===== config.mk =====
export PLATFORM = sky130hd
export DESIGN_NAME = mem_bridge_top
export DESIGN_NICKNAME = d
export VERILOG_FILES = /design/src/verilog/core_bus_pkg.sv /design/src/verilog/cache_bus_pkg.sv /design/src/verilog/mem_bridge_top.sv /design/src/verilog/addr_translate.sv /design/src/verilog/cbus_arbiter.sv /design/src/verilog/dbus_to_cbus.sv
export SDC_FILE = /design/constraint.sdc
export NUM_CORES = 1
export LEC_CHECK = 0
export ABC_AREA = 1
export BUFFER_PORTS_ARGS = -buffer_cell sky130_fd_sc_hd__buf_2
export CAP_MARGIN = 20
export CORE_ASPECT_RATIO = 0.9
export CORE_UTILIZATION = 40
export DETAILED_ROUTE_END_ITERATION = 16
export GPL_TIMING_DRIVEN = 0
export PLACE_DENSITY_LB_ADDON = 0.25
export SYNTH_ARGS = -nofsm -noshare
export SYNTH_HDL_FRONTEND = slang
export SYNTH_SLANG_ARGS = --single-unit

===== constraint.sdc =====
create_clock -name clk -period 3.2 [get_ports clk]
set_input_delay 0.64 -clock clk [delete_from_list [all_inputs] [get_ports clk]]
set_output_delay 0.64 -clock clk [all_outputs]
set_load 0.01 [all_outputs]

===== src/verilog/core_bus_pkg.sv =====
package core_bus_pkg;

    // ======================================================================
    // Shared word types
    // ======================================================================

    // Data or address word
    typedef logic [31:0] word_t;

    // One enable bit per byte lane
    typedef logic [3:0] strobe_t;

    // Access size in bytes
    typedef enum logic [2:0] {
        MSIZE1 = 3'b000,
        MSIZE2 = 3'b001,
        MSIZE4 = 3'b010
    } msize_t;

    // Number of data ports on the core side
    localparam int NUM_DPORTS = 2;

    // ======================================================================
    // Core data bus
    // ======================================================================

    // Request is held with stable fields until addr_ok
    typedef struct packed {
        logic    valid;
        word_t   addr;
        msize_t  size;
        strobe_t strobe;
        word_t   data;
    } dbus_req_t;

    // addr_ok accepts the request, data_ok pulses once with read data
    typedef struct packed {
        logic  addr_ok;
        logic  data_ok;
        word_t data;
    } dbus_resp_t;

endpackage

===== src/verilog/cache_bus_pkg.sv =====
package cache_bus_pkg;

    // ======================================================================
    // Cache bus
    // ======================================================================

    // Burst length, encoded as beats minus one
    typedef enum logic [3:0] {
        MLEN1 = 4'b0000,
        MLEN2 = 4'b0001,
        MLEN4 = 4'b0011,
        MLEN8 = 4'b0111
    } mlen_t;

    // Requester holds every field until ready and last
    typedef struct packed {
        logic                 valid;
        logic                 is_write;
        core_bus_pkg::msize_t  size;
        core_bus_pkg::word_t   addr;
        core_bus_pkg::strobe_t strobe;
        core_bus_pkg::word_t   data;
        mlen_t                len;
    } cbus_req_t;

    typedef struct packed {
        logic                ready;
        logic                last;
        core_bus_pkg::word_t data;
    } cbus_resp_t;

    // ======================================================================
    // Address segments
    // ======================================================================

    // Selected by the top three virtual address bits
    typedef enum logic [1:0] {
        SEG_KUSEG  = 2'b00,
        SEG_KSEG0  = 2'b01,
        SEG_KSEG1  = 2'b10,
        SEG_KSEG23 = 2'b11
    } addr_seg_t;

    // Clears the segment bits of an unmapped kernel address
    localparam logic [31:0] PHYS_MASK = 32'h1fff_ffff;

    // ======================================================================
    // Controller states
    // ======================================================================

    typedef enum logic {
        ARB_IDLE,
        ARB_HOLD
    } arb_state_t;

    typedef enum logic [1:0] {
        ADP_IDLE,
        ADP_WAIT,
        ADP_DONE
    } adp_state_t;

endpackage


===== src/verilog/mem_bridge_top.sv =====
`timescale 1ns/1ns

module mem_bridge_top (
    input  logic                      clk,
    input  logic                      arst_n,
    input  core_bus_pkg::dbus_req_t   dreq  [core_bus_pkg::NUM_DPORTS-1:0],
    output core_bus_pkg::dbus_resp_t  dresp [core_bus_pkg::NUM_DPORTS-1:0],
    output cache_bus_pkg::cbus_req_t  oreq,
    input  cache_bus_pkg::cbus_resp_t oresp
);

    // Per port cache bus requests and responses
    cache_bus_pkg::cbus_req_t  creq  [core_bus_pkg::NUM_DPORTS-1:0];
    cache_bus_pkg::cbus_resp_t cresp [core_bus_pkg::NUM_DPORTS-1:0];

    // Granted request, still with its virtual address
    cache_bus_pkg::cbus_req_t  areq;

    // ======================================================================
    // Port adapters
    // ======================================================================

    for (genvar i = 0; i < core_bus_pkg::NUM_DPORTS; i++) begin : g_port
        dbus_to_cbus u_adapter (
            .clk    (clk),
            .arst_n (arst_n),
            .dreq   (dreq[i]),
            .dresp  (dresp[i]),
            .creq   (creq[i]),
            .cresp  (cresp[i])
        );
    end

    // ======================================================================
    // Arbitration and translation
    // ======================================================================

    cbus_arbiter u_arbiter (
        .clk    (clk),
        .arst_n (arst_n),
        .creq   (creq),
        .cresp  (cresp),
        .areq   (areq),
        .oresp  (oresp)
    );

    addr_translate u_translate (
        .areq (areq),
        .oreq (oreq)
    );

endmodule


===== src/verilog/addr_translate.sv =====
`timescale 1ns/1ns

module addr_translate (
    input  cache_bus_pkg::cbus_req_t areq,
    output cache_bus_pkg::cbus_req_t oreq
);

    cache_bus_pkg::addr_seg_t seg;

    // ======================================================================
    // Segment decode
    // ======================================================================

    // 0xx user space, 100 kseg0, 101 kseg1, 11x kseg2 and kseg3
    always_comb begin
        casez (areq.addr[31:29])
            3'b0??: seg = cache_bus_pkg::SEG_KUSEG;
            3'b100: seg = cache_bus_pkg::SEG_KSEG0;
            3'b101: seg = cache_bus_pkg::SEG_KSEG1;
            default: seg = cache_bus_pkg::SEG_KSEG23;
        endcase
    end

    // ======================================================================
    // Physical address
    // ======================================================================

    always_comb begin
        oreq = areq;
        // Both unmapped kernel windows alias the low 512 MB
        if (seg == cache_bus_pkg::SEG_KSEG0 || seg == cache_bus_pkg::SEG_KSEG1) begin
            oreq.addr = areq.addr & cache_bus_pkg::PHYS_MASK;
        end
    end

endmodule


===== src/verilog/cbus_arbiter.sv =====
`timescale 1ns/1ns

module cbus_arbiter (
    input  logic                      clk,
    input  logic                      arst_n,
    input  cache_bus_pkg::cbus_req_t  creq  [core_bus_pkg::NUM_DPORTS-1:0],
    output cache_bus_pkg::cbus_resp_t cresp [core_bus_pkg::NUM_DPORTS-1:0],
    output cache_bus_pkg::cbus_req_t  areq,
    input  cache_bus_pkg::cbus_resp_t oresp
);

    typedef logic [$clog2(core_bus_pkg::NUM_DPORTS)-1:0] port_idx_t;

    cache_bus_pkg::arb_state_t state_q;
    cache_bus_pkg::arb_state_t state_d;
    port_idx_t                 grant_q;
    port_idx_t                 sel_idx;
    logic                      any_valid;
    logic                      beat_done;
    cache_bus_pkg::cbus_req_t  buf_q;

    assign beat_done = oresp.ready && oresp.last;

    // ======================================================================
    // Fixed priority select
    // ======================================================================

    // Scan from the top so the lowest valid index wins
    always_comb begin
        any_valid = 1'b0;
        sel_idx   = '0;
        for (int i = core_bus_pkg::NUM_DPORTS - 1; i >= 0; i--) begin
            if (creq[i].valid) begin
                any_valid = 1'b1;
                sel_idx   = port_idx_t'(i);
            end
        end
    end

    // ======================================================================
    // Grant FSM
    // ======================================================================

    always_comb begin
        state_d = state_q;
        case (state_q)
            cache_bus_pkg::ARB_IDLE: begin
                if (any_valid) begin
                    state_d = cache_bus_pkg::ARB_HOLD;
                end
            end
            default: begin
                if (beat_done) begin
                    state_d = cache_bus_pkg::ARB_IDLE;
                end
            end
        endcase
    end

    always_ff @(posedge clk or negedge arst_n) begin
        if (!arst_n) begin
            state_q <= cache_bus_pkg::ARB_IDLE;
            grant_q <= '0;
        end else begin
            state_q <= state_d;
            if (state_q == cache_bus_pkg::ARB_IDLE && any_valid) begin
                grant_q <= sel_idx;
            end
        end
    end

    // Granted request is captured on the grant edge
    always_ff @(posedge clk) begin
        if (state_q == cache_bus_pkg::ARB_IDLE && any_valid) begin
            buf_q <= creq[sel_idx];
        end
    end

    // Outgoing request is valid only while the grant is held
    always_comb begin
        areq       = buf_q;
        areq.valid = (state_q == cache_bus_pkg::ARB_HOLD);
    end

    // ======================================================================
    // Response steering
    // ======================================================================

    always_comb begin
        for (int i = 0; i < core_bus_pkg::NUM_DPORTS; i++) begin
            cresp[i] = '0;
            if (state_q == cache_bus_pkg::ARB_HOLD && grant_q == port_idx_t'(i)) begin
                cresp[i] = oresp;
            end
        end
    end

endmodule


===== src/verilog/dbus_to_cbus.sv =====
`timescale 1ns/1ns

module dbus_to_cbus (
    input  logic                     clk,
    input  logic                     arst_n,
    input  core_bus_pkg::dbus_req_t  dreq,
    output core_bus_pkg::dbus_resp_t dresp,
    output cache_bus_pkg::cbus_req_t creq,
    input  cache_bus_pkg::cbus_resp_t cresp
);

    cache_bus_pkg::adp_state_t state_q;
    cache_bus_pkg::adp_state_t state_d;
    logic                      beat_done;
    logic                      data_ok_q;
    core_bus_pkg::word_t       data_q;

    // Single beat finishes when the memory shows ready and last together
    assign beat_done = cresp.ready && cresp.last;

    // ======================================================================
    // Request conversion
    // ======================================================================

    always_comb begin
        // Released for one cycle after completion so the arbiter
        // does not grant the same request twice
        creq.valid    = dreq.valid && (state_q != cache_bus_pkg::ADP_DONE);
        creq.is_write = |dreq.strobe;
        creq.size     = dreq.size;
        creq.addr     = dreq.addr;
        creq.strobe   = dreq.strobe;
        creq.data     = dreq.data;
        creq.len      = cache_bus_pkg::MLEN1;
    end

    // ======================================================================
    // Adapter FSM
    // ======================================================================

    always_comb begin
        state_d = state_q;
        case (state_q)
            cache_bus_pkg::ADP_IDLE: begin
                if (beat_done) begin
                    state_d = cache_bus_pkg::ADP_DONE;
                end else if (dreq.valid) begin
                    state_d = cache_bus_pkg::ADP_WAIT;
                end
            end
            cache_bus_pkg::ADP_WAIT: begin
                if (beat_done) begin
                    state_d = cache_bus_pkg::ADP_DONE;
                end
            end
            default: begin
                state_d = cache_bus_pkg::ADP_IDLE;
            end
        endcase
    end

    always_ff @(posedge clk or negedge arst_n) begin
        if (!arst_n) begin
            state_q   <= cache_bus_pkg::ADP_IDLE;
            data_ok_q <= 1'b0;
        end else begin
            state_q   <= state_d;
            data_ok_q <= beat_done;
        end
    end

    // Read data is presented with data_ok one cycle after the beat
    always_ff @(posedge clk) begin
        if (beat_done) begin
            data_q <= cresp.data;
        end
    end

    assign dresp.addr_ok = beat_done;
    assign dresp.data_ok = data_ok_q;
    assign dresp.data    = data_q;

endmodule


### Yosys cells after proc, flatten, opt, wreduce, memory -nomap -nowiden

Cells that the tools add are included.

* muxes and demuxes: 20
* magnitude comparators: 1
* reductions and logical operators: 15
* bitwise operators: 3
* equality and inequality tests: 12

Operators by type and width (number)
* 76-bit 2-to-1 mux: 2
* 34-bit 2-to-1 mux: 2
* 32-bit 2-to-1 mux: 1
* 2-bit 2-to-1 mux: 6
* 1-bit logical AND: 8
* 2-bit case mux with 2 select lines: 2
* 4-bit OR reduction: 2
* 2-bit by 1-bit == test with 1-bit output (second input constant): 3
* 3-bit == test (second input constant): 2
* 1-bit 2-to-1 mux: 6
* 3-bit by 2-bit != test with 1-bit output (second input constant): 2
* 2-bit case mux with 3 select lines: 1
* 2-bit zero test: 2
* 2-bit by 1-bit != test with 1-bit output (second input constant): 2
* 2-bit != test (second input constant): 2
* 2-bit AND reduction: 2
* 1-bit NOT: 3
* 2-bit == test (second input constant): 1
* 1-bit by 2-bit < comparator with 1-bit output (second input constant): 1
* 1-bit logical OR: 1

* word-level logic and storage cells: 65
* bits in registers: 148
* output and inout bits: 145

### Logic depth before layout (Yosys ltp)

Gate-level depths: netlist (run 1).

* depth in word-level cells: 6
* depth in mapped cells: 8

### By module

Synthesis (run 1) repeated with hierarchy kept, for this count alone.

* cells, all modules: 777
* area total of the unflattened synthesis: 7702.4 sq um

By module, submodules not included
* cbus_arbiter: instances 1, area each 3766.1 sq um, cells an instance 445, sequential area each 2332.2 sq um
* dbus_to_cbus: instances 2, area each 1676.6 sq um, cells an instance 126, sequential area each 1036.0 sq um
* addr_translate: instances 1, area each 583.1 sq um, cells an instance 80, sequential area each 0.0 sq um

### Least setup slack after synthesis (run 1)

Ideal clock, no wire load.

* path kind: register to output
* start point: register u_arbiter.state_q
* end point: output dresp[33] in the netlist's numbering
* cell stages (with the launch flop): 6
* required time: 2.560 ns
* arrival time: 2.522 ns
* setup slack: 0.038 ns
* path through: dfrtp_1 -> inv_2 -> or2_1 -> clkbuf_1 -> nor2_1 -> buf_4

* longest elaborated chain between the ends: 3

Ends and longest elaborated chain
* start: declaration: RTL line cbus_arbiter.sv:14 `cache_bus_pkg::arb_state_t state_q;`
* start signal: assignment: RTL line cbus_arbiter.sv:62 `state_q <= cache_bus_pkg::ARB_IDLE;`
* start signal: assignment: RTL line cbus_arbiter.sv:65 `state_q <= state_d;`
* 1-bit logical AND: RTL line cbus_arbiter.sv:92 `if (state_q == cache_bus_pkg::ARB_HOLD && grant_q == port_idx_t'(i)) begin`
* 34-bit 2-to-1 mux: RTL line cbus_arbiter.sv:92
* 1-bit logical AND: RTL line dbus_to_cbus.sv:19 `assign beat_done = cresp.ready && cresp.last;`
* end: declaration: RTL line mem_bridge_top.sv:7 `output core_bus_pkg::dbus_resp_t dresp [core_bus_pkg::NUM_DPORTS-1:0],`

No other way between the ends.

### Final worst setup path (run 1)

Ends and elaborated chain as after synthesis.

==> impl_results.md, run 1 <==
* Gr usage total at 0.193
* Slew Viols, Final at 0
* Tmin final at 2.70 ns
* Maximum vdd drop at 0.430 mV
* Clock latency on the worst-skew pair at 0.42 ns
* # fillers at 1380
* Resized cells post-CTS at 0
* IO Port Bufs at 320
* Pint at 0.00438 W
* Largest fanout on the critical path at 16
* Total length of routed wires at 16.5 mm
* Yosys top cell by area: edfxtp_1
* Initial Util at 0.415
* GRT overflow at 0
* Drt initial violations at 195
* Largest family of logic cells by synthesized area: simple AND/OR/NAND/NOR gates
* Reg2Reg Capture Point: u_arbiter.areq[32]
* DIE AREA at 16700 um^2
* Max_cap viols at 0
* Layout cells sized above 1 at 0.471
* Switching share of power at 0.299
* Residual DRC at 0
* Rows at 43
* Top-count cell post-synth: nand2_1
* Cell area after layout at 8960 um^2
* Clock power share at 0.293
* Chip Width at 136 um
* Mux share of post-synthesis cell area at 0
* # hold bufs at CTS at 0
* Period utilization at 0.845
* Slew @ Worst Pin at 0.925 ns
* # clock sinks at 144
* Crit path DAT at 2.06 ns
* Synth Area in XOR/XNOR at 0
* N_diodes at 0
* Simple-gate share of the synthesized area at 0.191
* Area of the multi-input gates at 1310 um^2
* Pwr per Cell Area at 697 nW/um^2
* Synthesized area at 6480 um^2
* Antenna-violating nets left at 0
* Sequential-to-total area share from yosys stat at 0.661
* CTS tree: yes
* Outcome: completed
* Clock Skews at 0.00815 ns
* Synth async-reset ratio at 0.0556
* RSZ-0062 raised after global routing: false
* Worst Setup End Kind: output pin
* Area share of the largest cell type after synthesis at 0.630
* Non-filler instance count after layout at 1160
* Vias at 5155
* H-tree lvl count at 4
* Area delta synth->final at 38.3%
* Tot Pwr at 0.00625 W
* Longest Clk Path Bufs at 2
* Reg2Reg Launch Point: g_port[0].u_adapter.state_q[1]
* Placed cell area at 8420 um^2
* CTS Buf Count at 17
* Layout Nets at 1126
* Synth Area per Inst at 10.8 um^2
* Final setup violation count at 0
* Complex-gate fraction of the synthesized area at 0.00637
* Synth Instances at 602
* Largest net degree at the start of global routing at 73
* Routability cong. at 0.795
* Drt via density at 4.44
* Core area at 15600 um^2
* Fin. Hold Viols at 0
* Setup TNS at 0 ns
* Antenna violations before repair at 1
* Postcts setup bufs at 0
* Die height at 123 um
* EDFF count, synth at 136
* Clock root cell: clkbuf_16
* Vias in the first global route at 4636
* Post-DR wirelength/cell at 14.3 um
* Worst Hold Class: in -> async
* Net switching power at 0.00187 W
* Max Freq at 370 MHz
* Main synth FF type: edfxtp_1
* Logic pwr share at 0.275
* CP Class: reg -> out
* DP Wirelength at 12.4 mm
* Synth top area cells: edfxtp_1, buf_4, nand2_1
* Max_slew headroom at 0.383
* DRT Pass-1 Iters at 4
* Register-to-Register Path Depth at 5
* Count of cell types in the netlist at 20
* Commonest cells post-synth: nand2_1, edfxtp_1, buf_4
* Required @ worst endpoint at 2.56 ns
* Register-to-register setup slack at 1.16 ns
* CP startpoint kind: flop
* Fraction of power consumed by sequential logic at 0.432
* Final hold slack at 0.0593 ns
* Dpl cells at 1129
* Reg clk slew, reported paths at 0.06 ns
* First-pass GRT wire length at 23.3 mm
* Yosys Warn Count at 0
* LEAKAGE at 4.45 nW
* FF/Latch Area at 4280 um^2
* Post-synthesis adder-cell area fraction at 0
* Ports at 325
* FF+latch count, synth at 144
power by group through the flow:
stage	Clock [W]	Combinational [W]	Sequential [W]
3_5_place_dp	0	0.00174	0.00274
6_report	0.00183	0.00172	0.00270
3_3_place_gp	0	0.00169	0.00275
2_1_floorplan	0	0.000991	0.00278
5_1_grt	0.00194	0.00187	0.00273
4_1_cts	0.00187	0.00175	0.00270
critical path, stage by stage (launching register included):
cell and delay, ns:
dfrtp_1 0.40, inv_2 0.06, or2_1 0.20, clkbuf_1 0.20
nor2_4 0.47, buf_4 0.19, buf_2 0.12
cells by family after synthesis:
group,Yosys count
AND/OR/NAND/NOR,303
buffers and inverters,149
flip-flops,144
AO/OA/AOI/OAI,5
other,1
metal layers:
layer	up-vias	wire length, um	global-route usage
met5	-	13	0
met4	2	284	0.0729
met3	24	1780	0.0938
met2	234	8180	0.332
met1	2320	6290	0.202
li1	2575	-	-
placed cells by master (no fill, tap or decap), types with 8 or more instances in the layout:
master and instances:
nand3_1 72, dfrtp_1 8, inv_1 39, nor2_1 68, edfxtp_1 136, clkbuf_16 17, buf_2 329, nand2_1 156
clkbuf_1 9, buf_4 79
per-stage QoR:
| stage | util | setup WS [ns] |
|---|---|---|
| global placement | 0.535 | -0.972 |
| global route | 0.574 | 0.347 |
| detailed placement | 0.539 | 0.685 |
| finish | 0.574 | 0.497 |
| CTS | 0.574 | 0.444 |
| floorplan | - | 0.0378 |
worst max path at each step:
stage	from	endpoint	slack [ns]	cells past startpoint
2_1_floorplan	u_arbiter.state_q	dresp[33]	0.04	5
3_3_place_gp	oresp[32]	dresp[33]	-0.97	5
3_5_place_dp	oresp[32]	dresp[67]	0.68	6
4_1_cts	u_arbiter.state_q	dresp[33]	0.44	6
5_1_grt	u_arbiter.state_q	dresp[33]	0.35	6
6_report	u_arbiter.state_q	dresp[33]	0.50	6
flip-flops by register name, indices dropped and copies added (netlist names):
register / cells
g_port.u_adapter.data_q: 64
u_arbiter.areq: 72
u_arbiter.state_q: 1
g_port.u_adapter.state_q: 4
g_port.u_adapter.data_ok_q: 2
u_arbiter.grant_q: 1
area by class of cell:
cell class | instances | share of cell area
plain buffers | 108 | 0.0846
clock buffers | 18 | 0.0479
inverters | 41 | 0.0175
repair buffers | 322 | 0.185
multi-input cells | 312 | 0.146
flip-flops and latches | 144 | 0.478
well taps | 202 | 0.0282
clock inverters | 13 | 0.0127
Power figures use the tool's default switching activity.
==> run 2: changes to the inputs <==
==> constraint.sdc (replaced) <==
create_clock -name clk -period 2.6 [get_ports clk]
set_input_delay 0.52 -clock clk [delete_from_list [all_inputs] [get_ports clk]]
set_output_delay 0.52 -clock clk [all_outputs]
set_load 0.01 [all_outputs]
==> run 2 against run 1 <==
Compared with the run above: die area is the same; sequential cell count is the same; clock skew shrank 0.0029 ns; cell area grew 1.7%; worst setup slack lost 0.27 ns; via count grew 0.19%; first-iteration DRC count shrank 8.2%; routed wire length grew 2.7%; global-route usage grew 0.83 points; largest power group unchanged; highest routed layer unchanged.
==> impl_results.md, run 2 (same netlist as run 1, synthesis figures left out) <==
* Outcome: completed
* Post-DR wirelength/cell at 14.5 um
* Max reg flops at 72
* Largest net degree at the start of global routing at 73
* Resized cells post-CTS at 0
* Slowest stage delay, CP at 0.50 ns
* Largest fanout on the critical path at 15
* Rows at 43
* Logic pwr share at 0.268
* IO Port Bufs at 320
* # fillers at 1370
* Setup TNS at 0 ns
* CP max stage cell: nor2_4
* DRT Pass-1 Iters at 4
* Crit path max-delay family: simple AND/OR/NAND/NOR gates
* Total length of routed wires at 17.0 mm
* Clock Skews at 0.00522 ns
* Max Freq at 421 MHz
* Most frequent cells in the layout: buf_2, nand2_1, edfxtp_1
* GRT overflow at 0
* Final setup violation count at 0
* Worst Setup End Kind: output pin
* Register-to-Register Path Depth at 6
* Max_slew headroom at 0.651
* Clock latency on the worst-skew pair at 0.41 ns
* Clock root cell: clkbuf_16
* Tmin final at 2.38 ns
* Reg2Reg Launch Point: g_port[0].u_adapter.state_q[1]
* # clock sinks at 144
* Maximum vdd drop at 0.567 mV
* Clock power share at 0.322
* Drt via density at 4.42
* Chip Width at 136 um
* Beginning of the worst hold path: dreq[64]
* Final Util at 0.584
* Hold-critical path depth at 3
* Reg2Reg Capture Point: u_arbiter.areq[8]
* H-tree lvl count at 4
* CP Class: reg -> out
* Longest Clk Path Bufs at 2
* Antenna violations before repair at 4
* WP buf/inv at 2
* Vias at 5165
* Required @ worst endpoint at 2.08 ns
* Layout cells sized above 1 at 0.474
* CTS tree: yes
* CP Cell Sequence: nand2_1 -> nor2_4 -> buf_4 -> buf_2
* Routability cong. at 0.788
* Final hold slack at 0.367 ns
* Worst Hold Class: in -> reg
* FF/Latch Area at 4280 um^2
* CP startpoint kind: flop
* DP Wirelength at 12.6 mm
* Net switching power at 0.00234 W
* Switching share of power at 0.289
* Slew Viols, Final at 0
* Crit path DAT at 1.86 ns
* CTS Buf Count at 17
* Worst Setup SP: u_arbiter.state_q
* Most common cell after layout, fill and taps aside: buf_2
* Pwr per Cell Area at 886 nW/um^2
* Reg clk slew, reported paths at 0.06 ns
* Fin. Hold Viols at 0
* Non-filler instance count after layout at 1168
* Vias in the first global route at 4771
* Layout Nets at 1131
* Antenna-violating nets left at 0
* RSZ-0062 raised after global routing: false
* Dpl cells at 1130
* Gr usage total at 0.201
* Drt initial violations at 179
* Worst Hold Path EP: u_arbiter.areq[65]
* Die height at 123 um
* DIE AREA at 16700 um^2
* Period utilization at 0.914
* Core area at 15600 um^2
* First-pass GRT wire length at 24.3 mm
* Area delta synth->final at 40.6%
* Max_cap viols at 0
* LEAKAGE at 4.51 nW
* Slew @ Worst Pin at 0.523 ns
* Pint at 0.00574 W
* Initial Util at 0.415
* Ports at 325
* Residual DRC at 0
* Register-to-register setup slack at 0.83 ns
* Fraction of power consumed by sequential logic at 0.410
* Area of the multi-input gates at 1310 um^2
==> run 2: cell types whose count changed in the layout (fill, tap and decap cells not counted) <==
cell	delta
clkinv_4	+1
diode_2	+2
bufinv_16	+3
inv_8	+1
buf_4	+3
dlygate4sd3_1	+1
clkinv_2	-3
clkbuf_1	-1
buf_12	+1
==> run 2: worst max-delay path by stage <==
stage / slack [ns] / endpoint / cells after the start
final: 0.22 / dresp[67] / 4
after global routing: 0.06 / dresp[67] / 4
after CTS: 0.08 / dresp[33] / 6
after detailed placement: 0.49 / dresp[67] / 5
after global placement: -1.04 / u_arbiter.areq[54] / 5
after floorplan: 0.007 / u_arbiter.areq[10] / 4
==> run 2: power by group through the flow <==
stage	registers, W	clock network (W)	logic [W]
3_3_place_gp	0.00339	0	0.00209
3_5_place_dp	0.00336	0	0.00218
6_report	0.00331	0.00260	0.00216
2_1_floorplan	0.00342	0	0.00122
5_1_grt	0.00335	0.00275	0.00238
4_1_cts	0.00331	0.00265	0.00219
==> run 2: layer usage <==
layer	vias up	global-route usage	wire, um
li1	2591	-	-
met1	2322	0.220	6500
met2	226	0.337	8280
met3	22	0.100	1910
met4	4	0.0688	267
met5	-	0	27
==> run 2: layout make-up <==
class	count	area share
antenna	2	0.000550
clock buffer	17	0.0467
clock inverter	15	0.0229
tap	202	0.0278
inverter	41	0.0172
timing repair buffer	327	0.188
multi-input combinational	312	0.144
buffer	108	0.0833
sequential	144	0.470
==> run 2: worst register-to-register path, cell delays in order, from the launching register on <==
cell	delay [ns]
dfrtp_1	0.40
nand2_1	0.09
nand2_2	0.21
nand2_1	0.14
nand2_1	0.12
inv_4	0.09
buf_16	0.29
==> run 2: what timing repair did <==
action	4_1_cts	5_1_grt
endpoints found under the hold margin	8	0
hold buffers	1	0
endpoints found under the setup margin	0	1
setup buffers	0	3
==> run 2: through the flow <==
step | power (W) | instance area (um^2) | setup WS, ns
2_1_floorplan | 0.00464 | 6490 | 0.00669
4_1_cts | 0.00816 | 9080 | 0.0832
5_1_grt | 0.00849 | 9100 | 0.0621
3_3_place_gp | 0.00548 | 8350 | -1.04
6_report | 0.00807 | 9110 | 0.225
3_5_place_dp | 0.00554 | 8440 | 0.490
